$ cat src/ieuPkg.sv
/*
  Shared types of the integer execution unit: register index, ALU op,
  opcode, immediate format, forwarding select and the Execute control struct
*/
`default_nettype none

package ieuPkg;

  //////////////////////////////////////////////////////////////////////
  // Field widths
  //////////////////////////////////////////////////////////////////////

  typedef logic [4:0] regIdxT;
  typedef logic [3:0] aluOpT;
  typedef logic [1:0] fwdSelT;
  typedef logic [6:0] opcodeT;
  typedef logic       immSrcT;

  // ALU operations, one per OP instruction
  localparam aluOpT aluAdd  = 4'd0;
  localparam aluOpT aluSub  = 4'd1;
  localparam aluOpT aluSll  = 4'd2;
  localparam aluOpT aluSlt  = 4'd3;
  localparam aluOpT aluSltu = 4'd4;
  localparam aluOpT aluXor  = 4'd5;
  localparam aluOpT aluSrl  = 4'd6;
  localparam aluOpT aluSra  = 4'd7;
  localparam aluOpT aluOr   = 4'd8;
  localparam aluOpT aluAnd  = 4'd9;

  // Major opcodes kept in this subset
  localparam opcodeT opOp    = 7'b0110011;
  localparam opcodeT opOpImm = 7'b0010011;
  localparam opcodeT opLui   = 7'b0110111;
  localparam opcodeT opAuipc = 7'b0010111;

  // Immediate formats
  localparam immSrcT immI = 1'b0;
  localparam immSrcT immU = 1'b1;

  // Operand source in Execute
  localparam fwdSelT fwdReg = 2'b00;
  localparam fwdSelT fwdWb  = 2'b01;
  localparam fwdSelT fwdMem = 2'b10;

  // Controls consumed in Execute
  typedef struct packed {
    aluOpT aluOp;
    logic  aluSrcA;    // PC in place of rs1
    logic  aluSrcB;    // Immediate in place of rs2
    logic  resultImm;  // Immediate is the result (LUI)
    logic  regWrite;
  } ctrlET;

endpackage

`default_nettype wire

$ cat src/alu.sv
/* Integer ALU: add, subtract, set-less-than, logic ops and shifts */
`default_nettype none

module alu import ieuPkg::*; #(
  parameter int XLEN = 32
) (
  input  logic [XLEN-1:0] a,
  input  logic [XLEN-1:0] b,
  input  aluOpT           aluOp,
  output logic [XLEN-1:0] result
);

  // RV64 shifts by up to 63
  localparam int ShW = (XLEN == 64) ? 6 : 5;

  logic [ShW-1:0]  shamt;
  logic [XLEN-1:0] sum;
  logic [XLEN-1:0] diff;
  logic            ltS;
  logic            ltU;

  assign shamt = b[ShW-1:0];

  //////////////////////////////////////////////////////////////////////
  // Arithmetic and compare
  //////////////////////////////////////////////////////////////////////

  assign sum  = a + b;
  assign diff = a - b;

  // Signed and unsigned less-than
  assign ltS = $signed(a) < $signed(b);
  assign ltU = a < b;

  //////////////////////////////////////////////////////////////////////
  // Result select
  //////////////////////////////////////////////////////////////////////

  always_comb begin
    case (aluOp)
      aluAdd:  result = sum;
      aluSub:  result = diff;
      aluSll:  result = a << shamt;
      aluSlt:  result = XLEN'(ltS);
      aluSltu: result = XLEN'(ltU);
      aluXor:  result = a ^ b;
      aluSrl:  result = a >> shamt;
      // Arithmetic shift keeps the sign bit
      aluSra:  result = $unsigned($signed(a) >>> shamt);
      aluOr:   result = a | b;
      aluAnd:  result = a & b;
      default: result = sum;
    endcase
  end

endmodule

`default_nettype wire

$ cat src/datapath.sv
/*
  Integer datapath: register file read, immediate, Execute operand muxes,
  ALU and the Execute, Memory and Writeback data registers
*/
`default_nettype none

module datapath import ieuPkg::*; #(
  parameter int XLEN = 32
) (
  input  logic            clk,
  input  logic            rstN,
  input  logic [31:0]     instrD,
  input  logic [XLEN-1:0] pcD,
  input  immSrcT          immSrcD,
  input  ctrlET           ctrlE,
  input  fwdSelT          forwardAE,
  input  fwdSelT          forwardBE,
  input  logic            regWriteW,
  output regIdxT          rs1E,
  output regIdxT          rs2E,
  output regIdxT          rdM,
  output regIdxT          rdW,
  output logic [XLEN-1:0] resultW
);

  // Decode to Execute payload
  typedef struct packed {
    logic [XLEN-1:0] rd1;
    logic [XLEN-1:0] rd2;
    logic [XLEN-1:0] imm;
    logic [XLEN-1:0] pc;
    regIdxT          rs1;
    regIdxT          rs2;
    regIdxT          rd;
  } exRegT;

  // Result and destination, used for Memory and Writeback
  typedef struct packed {
    logic [XLEN-1:0] result;
    regIdxT          rd;
  } resRegT;

  regIdxT          rs1D, rs2D, rdD;
  logic [XLEN-1:0] rd1D, rd2D, immD;
  exRegT           exD, exE;
  logic [XLEN-1:0] fwdAE, fwdBE;
  logic [XLEN-1:0] srcAE, srcBE;
  logic [XLEN-1:0] aluOutE;
  resRegT          resE, resM, resW;

  //////////////////////////////////////////////////////////////////////
  // Decode
  //////////////////////////////////////////////////////////////////////

  assign rs1D = instrD[19:15];
  assign rs2D = instrD[24:20];
  assign rdD  = instrD[11:7];

  // Writes come from Writeback
  regFile #(.XLEN(XLEN)) rf (
    .clk, .rstN, .we(regWriteW), .rs1(rs1D), .rs2(rs2D),
    .rd(resW.rd), .wd(resW.result), .rd1(rd1D), .rd2(rd2D)
  );

  immExtend #(.XLEN(XLEN)) ext (.instr(instrD[31:7]), .immSrc(immSrcD), .imm(immD));

  assign exD = '{rd1: rd1D, rd2: rd2D, imm: immD, pc: pcD,
                 rs1: rs1D, rs2: rs2D, rd: rdD};

  //////////////////////////////////////////////////////////////////////
  // Execute
  //////////////////////////////////////////////////////////////////////

  // Forwarding from Memory or Writeback
  always_comb begin
    case (forwardAE)
      fwdMem:  fwdAE = resM.result;
      fwdWb:   fwdAE = resW.result;
      default: fwdAE = exE.rd1;
    endcase
    case (forwardBE)
      fwdMem:  fwdBE = resM.result;
      fwdWb:   fwdBE = resW.result;
      default: fwdBE = exE.rd2;
    endcase
  end

  // AUIPC uses the PC and OP-IMM the immediate
  assign srcAE = ctrlE.aluSrcA ? exE.pc : fwdAE;
  assign srcBE = ctrlE.aluSrcB ? exE.imm : fwdBE;

  alu #(.XLEN(XLEN)) aluE (.a(srcAE), .b(srcBE), .aluOp(ctrlE.aluOp), .result(aluOutE));

  // LUI bypasses the ALU
  assign resE.result = ctrlE.resultImm ? exE.imm : aluOutE;
  assign resE.rd     = exE.rd;

  //////////////////////////////////////////////////////////////////////
  // Pipeline registers
  //////////////////////////////////////////////////////////////////////

  always_ff @(posedge clk or negedge rstN) begin
    if (!rstN) begin
      exE  <= '0;
      resM <= '0;
      resW <= '0;
    end else begin
      exE  <= exD;
      resM <= resE;
      resW <= resM;
    end
  end

  // Register numbers for the hazard unit
  assign rs1E    = exE.rs1;
  assign rs2E    = exE.rs2;
  assign rdM     = resM.rd;
  assign rdW     = resW.rd;
  assign resultW = resW.result;

endmodule

`default_nettype wire

$ cat src/hazardUnit.sv
/* Forwarding select for the two Execute operands */
`default_nettype none

module hazardUnit import ieuPkg::*; (
  input  regIdxT rs1E,
  input  regIdxT rs2E,
  input  regIdxT rdM,
  input  regIdxT rdW,
  input  logic   regWriteM,
  input  logic   regWriteW,
  output fwdSelT forwardAE,
  output fwdSelT forwardBE
);

  // Memory is younger so it wins over Writeback
  function automatic fwdSelT pickSrc(regIdxT rs, regIdxT rM, regIdxT rW,
                                     logic wrM, logic wrW);
    if (wrM && rM != '0 && rM == rs) return fwdMem;
    else if (wrW && rW != '0 && rW == rs) return fwdWb;
    else return fwdReg;
  endfunction

  // x0 writes never forward
  always_comb forwardAE = pickSrc(rs1E, rdM, rdW, regWriteM, regWriteW);
  always_comb forwardBE = pickSrc(rs2E, rdM, rdW, regWriteM, regWriteW);

endmodule

`default_nettype wire

$ cat src/ieu.sv
/* Integer execution unit top: controller, hazard unit and datapath */
`default_nettype none

module ieu import ieuPkg::*; #(
  parameter int XLEN = 32
) (
  input  logic            clk,
  input  logic            rstN,
  input  logic            instrValid,
  input  logic [31:0]     instrD,
  input  logic [XLEN-1:0] pcD,
  output logic            wbValid,
  output regIdxT          wbRd,
  output logic [XLEN-1:0] wbData
);

  immSrcT immSrcD;
  ctrlET  ctrlE;
  logic   regWriteM;
  fwdSelT forwardAE, forwardBE;
  regIdxT rs1E, rs2E, rdM;

  // Writeback ports are the register file write port itself
  intController ctrl (
    .clk, .rstN, .instrValid, .instrD,
    .immSrcD, .ctrlE, .regWriteM, .regWriteW(wbValid)
  );

  hazardUnit hzd (
    .rs1E, .rs2E, .rdM, .rdW(wbRd),
    .regWriteM, .regWriteW(wbValid),
    .forwardAE, .forwardBE
  );

  datapath #(.XLEN(XLEN)) dp (
    .clk, .rstN, .instrD, .pcD, .immSrcD, .ctrlE,
    .forwardAE, .forwardBE, .regWriteW(wbValid),
    .rs1E, .rs2E, .rdM, .rdW(wbRd), .resultW(wbData)
  );

endmodule

`default_nettype wire

$ cat src/immExtend.sv
/* Immediate generator for I-type and U-type formats */
`default_nettype none

module immExtend import ieuPkg::*; #(
  parameter int XLEN = 32
) (
  input  logic [31:7]     instr,
  input  immSrcT          immSrc,
  output logic [XLEN-1:0] imm
);

  // Signed views so that the size casts below sign-extend
  logic signed [11:0] iImm;
  logic signed [31:0] uImm;

  // I-type takes instr[31:20]
  assign iImm = instr[31:20];

  // U-type puts instr[31:12] on top of twelve zero bits
  assign uImm = {instr[31:12], 12'h000};

  always_comb begin
    case (immSrc)
      immU:    imm = XLEN'(uImm);
      default: imm = XLEN'(iImm);
    endcase
  end

  // Bits 11:7 hold rd in both formats and never reach the immediate

endmodule

`default_nettype wire

$ cat src/intController.sv
/*
  Instruction decoder and control pipeline for Execute, Memory and
  Writeback
*/
`default_nettype none

module intController import ieuPkg::*; (
  input  logic        clk,
  input  logic        rstN,
  input  logic        instrValid,
  input  logic [31:0] instrD,
  output immSrcT      immSrcD,
  output ctrlET       ctrlE,
  output logic        regWriteM,
  output logic        regWriteW
);

  opcodeT     opcode;
  logic [2:0] funct3;
  logic       funct7b5;
  logic       opFunct7Ok;
  ctrlET      ctrlD;

  assign opcode   = instrD[6:0];
  assign funct3   = instrD[14:12];
  assign funct7b5 = instrD[30];

  // OP only accepts funct7 of zero, or 0100000 for sub and sra
  assign opFunct7Ok = (instrD[31:25] == 7'b0000000) ||
                      (instrD[31:25] == 7'b0100000 &&
                       (funct3 == 3'b000 || funct3 == 3'b101));

  // funct3 picks the op and alt selects sub or sra
  function automatic aluOpT aluDecode(logic [2:0] f3, logic alt);
    case (f3)
      3'b000:  return alt ? aluSub : aluAdd;
      3'b001:  return aluSll;
      3'b010:  return aluSlt;
      3'b011:  return aluSltu;
      3'b100:  return aluXor;
      3'b101:  return alt ? aluSra : aluSrl;
      3'b110:  return aluOr;
      default: return aluAnd;
    endcase
  endfunction

  //////////////////////////////////////////////////////////////////////
  // Decode
  //////////////////////////////////////////////////////////////////////

  always_comb begin
    ctrlD   = '0;
    immSrcD = immI;
    case (opcode)
      opOp: begin
        ctrlD.aluOp    = aluDecode(funct3, funct7b5);
        ctrlD.regWrite = opFunct7Ok;
      end
      opOpImm: begin
        // No subi, so bit 30 only matters for right shifts
        ctrlD.aluOp    = aluDecode(funct3, funct7b5 && funct3 == 3'b101);
        ctrlD.aluSrcB  = 1'b1;
        ctrlD.regWrite = 1'b1;
      end
      opLui: begin
        immSrcD         = immU;
        ctrlD.resultImm = 1'b1;
        ctrlD.regWrite  = 1'b1;
      end
      opAuipc: begin
        immSrcD        = immU;
        ctrlD.aluOp    = aluAdd;
        ctrlD.aluSrcA  = 1'b1;
        ctrlD.aluSrcB  = 1'b1;
        ctrlD.regWrite = 1'b1;
      end
      default: ctrlD = '0;
    endcase
    // Empty slot travels as a bubble
    if (!instrValid) ctrlD.regWrite = 1'b0;
  end

  //////////////////////////////////////////////////////////////////////
  // Control pipeline
  //////////////////////////////////////////////////////////////////////

  always_ff @(posedge clk or negedge rstN) begin
    if (!rstN) begin
      ctrlE     <= '0;
      regWriteM <= 1'b0;
      regWriteW <= 1'b0;
    end else begin
      ctrlE     <= ctrlD;
      regWriteM <= ctrlE.regWrite;
      regWriteW <= regWriteM;
    end
  end

endmodule

`default_nettype wire

$ cat src/regFile.sv
/*
  Integer register file: 31 writable registers, x0 tied to zero,
  two combinational read ports with write-through
*/
`default_nettype none

module regFile import ieuPkg::*; #(
  parameter int XLEN = 32
) (
  input  logic            clk,
  input  logic            rstN,
  input  logic            we,
  input  regIdxT          rs1,
  input  regIdxT          rs2,
  input  regIdxT          rd,
  input  logic [XLEN-1:0] wd,
  output logic [XLEN-1:0] rd1,
  output logic [XLEN-1:0] rd2
);

  // No storage behind x0
  logic [XLEN-1:0] regs [1:31];

  always_ff @(posedge clk or negedge rstN) begin
    if (!rstN) begin
      for (int i = 1; i < 32; i++) regs[i] <= '0;
    end else if (we && rd != '0) begin
      regs[rd] <= wd;
    end
  end

  // Write-through covers the Writeback to Decode path
  function automatic logic [XLEN-1:0] readPort(regIdxT idx);
    if (idx == '0) return '0;
    else if (we && idx == rd) return wd;
    else return regs[idx];
  endfunction

  always_comb rd1 = readPort(rs1);
  always_comb rd2 = readPort(rs2);

endmodule

`default_nettype wire

$ cat config.mk
export PLATFORM = sky130hd
export DESIGN_NAME = ieu
export DESIGN_NICKNAME = d
export VERILOG_FILES = /design/src/ieuPkg.sv /design/src/alu.sv /design/src/datapath.sv /design/src/hazardUnit.sv /design/src/ieu.sv /design/src/immExtend.sv /design/src/intController.sv /design/src/regFile.sv
export SDC_FILE = /design/constraint.sdc
export NUM_CORES = 2
export LEC_CHECK = 0
export BUFFER_PORTS_ARGS = -buffer_cell sky130_fd_sc_hd__buf_2
export CAP_MARGIN = 20
export CORE_MARGIN = 2
export CORE_UTILIZATION = 64
export CTS_CLUSTER_SIZE = 24
export DETAILED_ROUTE_END_ITERATION = 8
export PLACE_DENSITY = 0.78
export SYNTH_ARGS = -nofsm -noshare
export SYNTH_HDL_FRONTEND = slang
export SYNTH_SLANG_ARGS = --single-unit
export TNS_END_PERCENT = 20
$ cat constraint.sdc
create_clock -name clk -period 7 [get_ports clk]
set_input_delay 0.7 -clock clk [delete_from_list [all_inputs] [get_ports clk]]
set_output_delay 0.7 -clock clk [all_outputs]
set_load 0.005 [all_outputs]
==> metrics.sh <==
WORSTPATHCELLLIST='xnor2_1 > o311ai_2 > nor2_4 > buf_4 > a211oi_1 > o31a_2 > ha_1 > nor3b_1 > a2111oi_0 > o21ai_0 > o2bb2ai_1 > a31oi_1 > o21ai_0 > a311oi_1 > o21ai_0 > xor2_1 > nand2_1 > a32oi_1'
POSTCTSSETUPBUFFERS=0
MET2_LENGTH_UM=107000
WORST_IR_DROP_VDD_uV=219
FAILED_CHECKS='negative hold slack'
DIE_X_UM=337
CRITICAL-PATH-TOP-DELAY-FAMILY='compound AO/OA/AOI/OAI gates'
DRT-MET1-WL_UM=90700
SETUP_CRIT_START_KIND='flop'
GRT.TOTAL_USAGE_PCT=43.0
DIE_H_UM=337
WORST-ENDPOINT-REQUIRED_NS=7.68
PLACEMENTROWS=122
ROUTED_WIRE_LENGTH_UM=239000
GRT_START_MAX_NET_PINS=181
TIMING.FINAL.CRIT_SHARE_PCT=95.9
GRT_FIRST_PASS_WIRELENGTH_UM=353000
NUMBER_OF_ANTENNA_VIOLATIONS_AT_THE_FIRST_CHECK_IN_GLOBAL_ROUTING=5
AVGROUTEDWIREPERCELL_UM=34.7
TIMING.RR.END='dp.resM[36]'
CLK-INSERTION-DELAY-LATE_NS=0.77
CTS_ROOT_BUF='clkbuf_16'
RRSETUPSLACK_NS=0.29
PWR_DENSITY_CELL_nW_PER_UM2=199
MAXSLEWVIOLCOUNT=0
GPL.FINAL_WEIGHTED_CONGESTION=1.08
CRITICAL_PATH_SINK_TYPE='flop'
TOP_SIGNAL_LAYER_USED='met5'
CRIT_BUF_INV=1
PLACE.DETAILED.HPWL_UM=150000
FIRST_GLOBAL_VIAS=51900
FP.COREAREA_SQ_UM=110000
IO_PINS=105
DRT-PASS1-ITER-COUNT=6
PORT_BUFFERS=104
CTSHOLDBUFFERS=0
STATUS='complete, but fails checks'
POST-ROUTE-DRC-COUNT=0
SYNTHESIS.AREA_PER_INSTANCE_SQ_UM=13.1
WORSTMARGINPINSLEW_NS=1.10
POST_CTS.RESIZED_INSTANCES=0
CRIT_ARRIVAL_NS=7.40
WORST-SETUP-PATH-TYPE='flop to flop'
NUMCTSBUFFERS=133
LAYOUT-DRIVE-GT1-SHARE_PCT=41.0
HOLD_PATH_CLASS='primary input to async pin'
CLK_PATH_BUF_DEPTH=3
SYN2LAYOUT_AREA_GROWTH_PCT=9.42
CTS_NUM_SINKS=1219
CLKTRANSATPATHREGS_NS=0.06
FMAXACHIEVABLE_MHz=149
NETLIST_INSTANCES=5430
POSTSYNTHREGISTERBITS=1219
ANTENNA_VIOLATING_NETS_POST_ROUTE=0
LEAKAGEPOWER_nW=36.2
DIE-AREA_SQ_UM=113000
SYNTH_SEQUENTIAL_AREA_RATIO_PCT=43.0
POST-ROUTE-MIN-PERIOD_NS=6.71
POSTSYNTH.TOPFLOPCELL='dfrtp_1'
FINALSETUPTNS_NS=0
CLOCK_SKEW_NS=0.0342
REG2REG_FROM='dp.rdW[1]'
SETUP_VIOL_COUNT_FINAL=0
ROUTED_VIA_DENSITY=7.33
TIMING.FINAL.HOLD_VIOLATIONS=17
FINALHOLDWORSTSLACK_NS=-0.0666
MET3ROUTEDLENGTH_UM=24300
TIMING.MAX_SLEW.REL_SLACK_PCT=26.2
INITIAL_UTILIZATION_PCT=64.3
CTS_TREE='built'
NUMBER_OF_FLOPS_MAPPED_TO_ENABLE_CELLS_BY_YOSYS=0
SLOWEST_STAGE='dfrtp_1'
DETAILEDROUTE.FIRSTITERATIONVIOLATIONS=6098
MAXIMUM_FANOUT_ENCOUNTERED_ON_THE_CRITICAL_TIMING_PATH=17
MOSTFREQUENTLAYOUTCELL='dfrtp_1'
FINAL_GLOBAL_ROUTE_OVERFLOW_TOTAL=0
VIAS=50600
FRACTION_OF_REGISTERS_WITH_ASYNC_SET_RESET_PCT=100
MAXCAPVIOLATIONS=0
NUMBER_OF_DISTINCT_LIBRARY_CELLS_AFTER_SYNTHESIS=89
SYNTH-WARNING-COUNT=0
SETUP_REPAIR_AFTER_GLOBAL_ROUTING_MISSED_ITS_MARGIN='false'
SYN-CELL-AREA_SQ_UM=70900
CRIT_TOP_CELL='o21ai_0'
H-TREE-DEPTH=4
NNETSFINAL=5479
SYNTH_NETS=5596
FINAL_CELL_MIX='dfrtp_1 (1,217), mux2_2 (1,075), mux4_2 (578)'
RR_WORST_DEPTH=18
CRITICAL-PATH-MAX-STAGE-DELAY_NS=0.71
-- cell usage after synthesis (25+ instances only) --
master    number  area [sq um]
dfrtp_1     1219         30500
mux2_2      1075         12100
mux4_2       578         13000
clkbuf_1     372          1400
nor2_1       362          1360
mux2i_1      222          2220
a21oi_1      197           986
nand2_1      183           687
buf_1        122           458
o21ai_0      109           546
inv_1        107           402
ha_1          97          1210
a211oi_1      88           661
a22o_1        68           596
a21o_1        61           458
and3_1        42           263
xnor2_1       40           350
nor3_1        34           170
o31a_1        32           280
nand3_1       28           140
nor2b_1       26           163
buf_2         25           125
-- metrics by stage --
stage               cells  area, sq um  util [%]  setup WS [ns]  total power, mW
finish               6905        77500      70.4          0.287             15.4
global route         6904        77500      70.4          0.120             15.8
CTS                  6902        77500      70.3          0.538             15.4
detailed placement   6664        72900      66.1          0.557             8.13
global placement     6661        72900      66.1          0.523             8.13
floorplan            5430        70900         -           1.58             7.72
-- registers in the layout (all words and copies together), names as in the netlist --
register	cells
dp.rf.regs	992
dp.exE	133
dp.resM	32
dp.resultW	32
ctrl.ctrlE	8
dp.rdM	5
dp.rdW	5
dp.rs1E	5
dp.rs2E	5
ctrl.regWriteM	1
ctrl.regWriteW	1
-- worst reg2reg max path, stage by stage (launching register included) --
cell	delay (ns)
dfrtp_1	0.71
xnor2_1	0.23
o311ai_2	0.20
nor2_4	0.51
buf_4	0.44
a211oi_1	0.14
o31a_2	0.41
ha_1	0.35
nor3b_1	0.08
a2111oi_0	0.66
o21ai_0	0.40
o2bb2ai_1	0.35
a31oi_1	0.56
o21ai_0	0.38
a311oi_1	0.59
o21ai_0	0.20
xor2_1	0.15
nand2_1	0.06
a32oi_1	0.22
-- kinds of logic (layout without fill, tap and decap cells) --
logic type                 count (synthesis)  count (layout)  synth area share [%]
adders and majority gates                 99              99                  1.77
and+or+nand+nor                          760             760                  4.77
DFF                                     1219            1219                  43.0
muxes                                   1877            1877                  38.6
xor gates and xnor gates                  55              55                 0.680
buffers and inverters                    639             625                  3.50
AOI/OAI and AO/OA                        781             781                  7.60
other                                      0               1                     0
-- area by class of cell --
type / count / area (sq um)
Antenna cell: 1 / 2.50
Clock buffer: 180 / 3790
Clock inverter: 58 / 813
Fill cell: 7460 / 32700
Inverter: 113 / 427
Multi-Input combinational cell: 3572 / 38100
Sequential cell: 1219 / 30500
Tap cell: 1488 / 1860
Timing Repair Buffer: 274 / 2020
-- worst max path at each step --
stage / end / cells after the start / start / slack [ns]
final: dp.resM[36] / 18 / dp.rdW[1] / 0.29
after global routing: dp.resM[35] / 19 / dp.rdW[2] / 0.12
after CTS: dp.resM[36] / 18 / dp.rdW[1] / 0.54
after detailed placement: dp.resM[36] / 18 / dp.rdW[1] / 0.56
after global placement: dp.resM[36] / 18 / dp.rdW[1] / 0.52
after floorplan: dp.resM[36] / 22 / dp.rdM[1] / 1.58
-- layer usage --
| layer | up-vias | GRT usage [%] |
|---|---|---|
| li1 | 20400 | - |
| met3 | 826 | 9.88 |
| met5 | - | 0 |
| met1 | 26400 | 58.3 |
| met4 | 6 | 26.2 |
| met2 | 3030 | 64.0 |
-- power breakdown --
group	switching, mW	leakage, nW	internal [mW]
sequential	0.0556	16.8	7.09
clock	3.03	2.26	4.34
combinational	0.603	17.1	0.270
(Power assumes the default switching activity.)
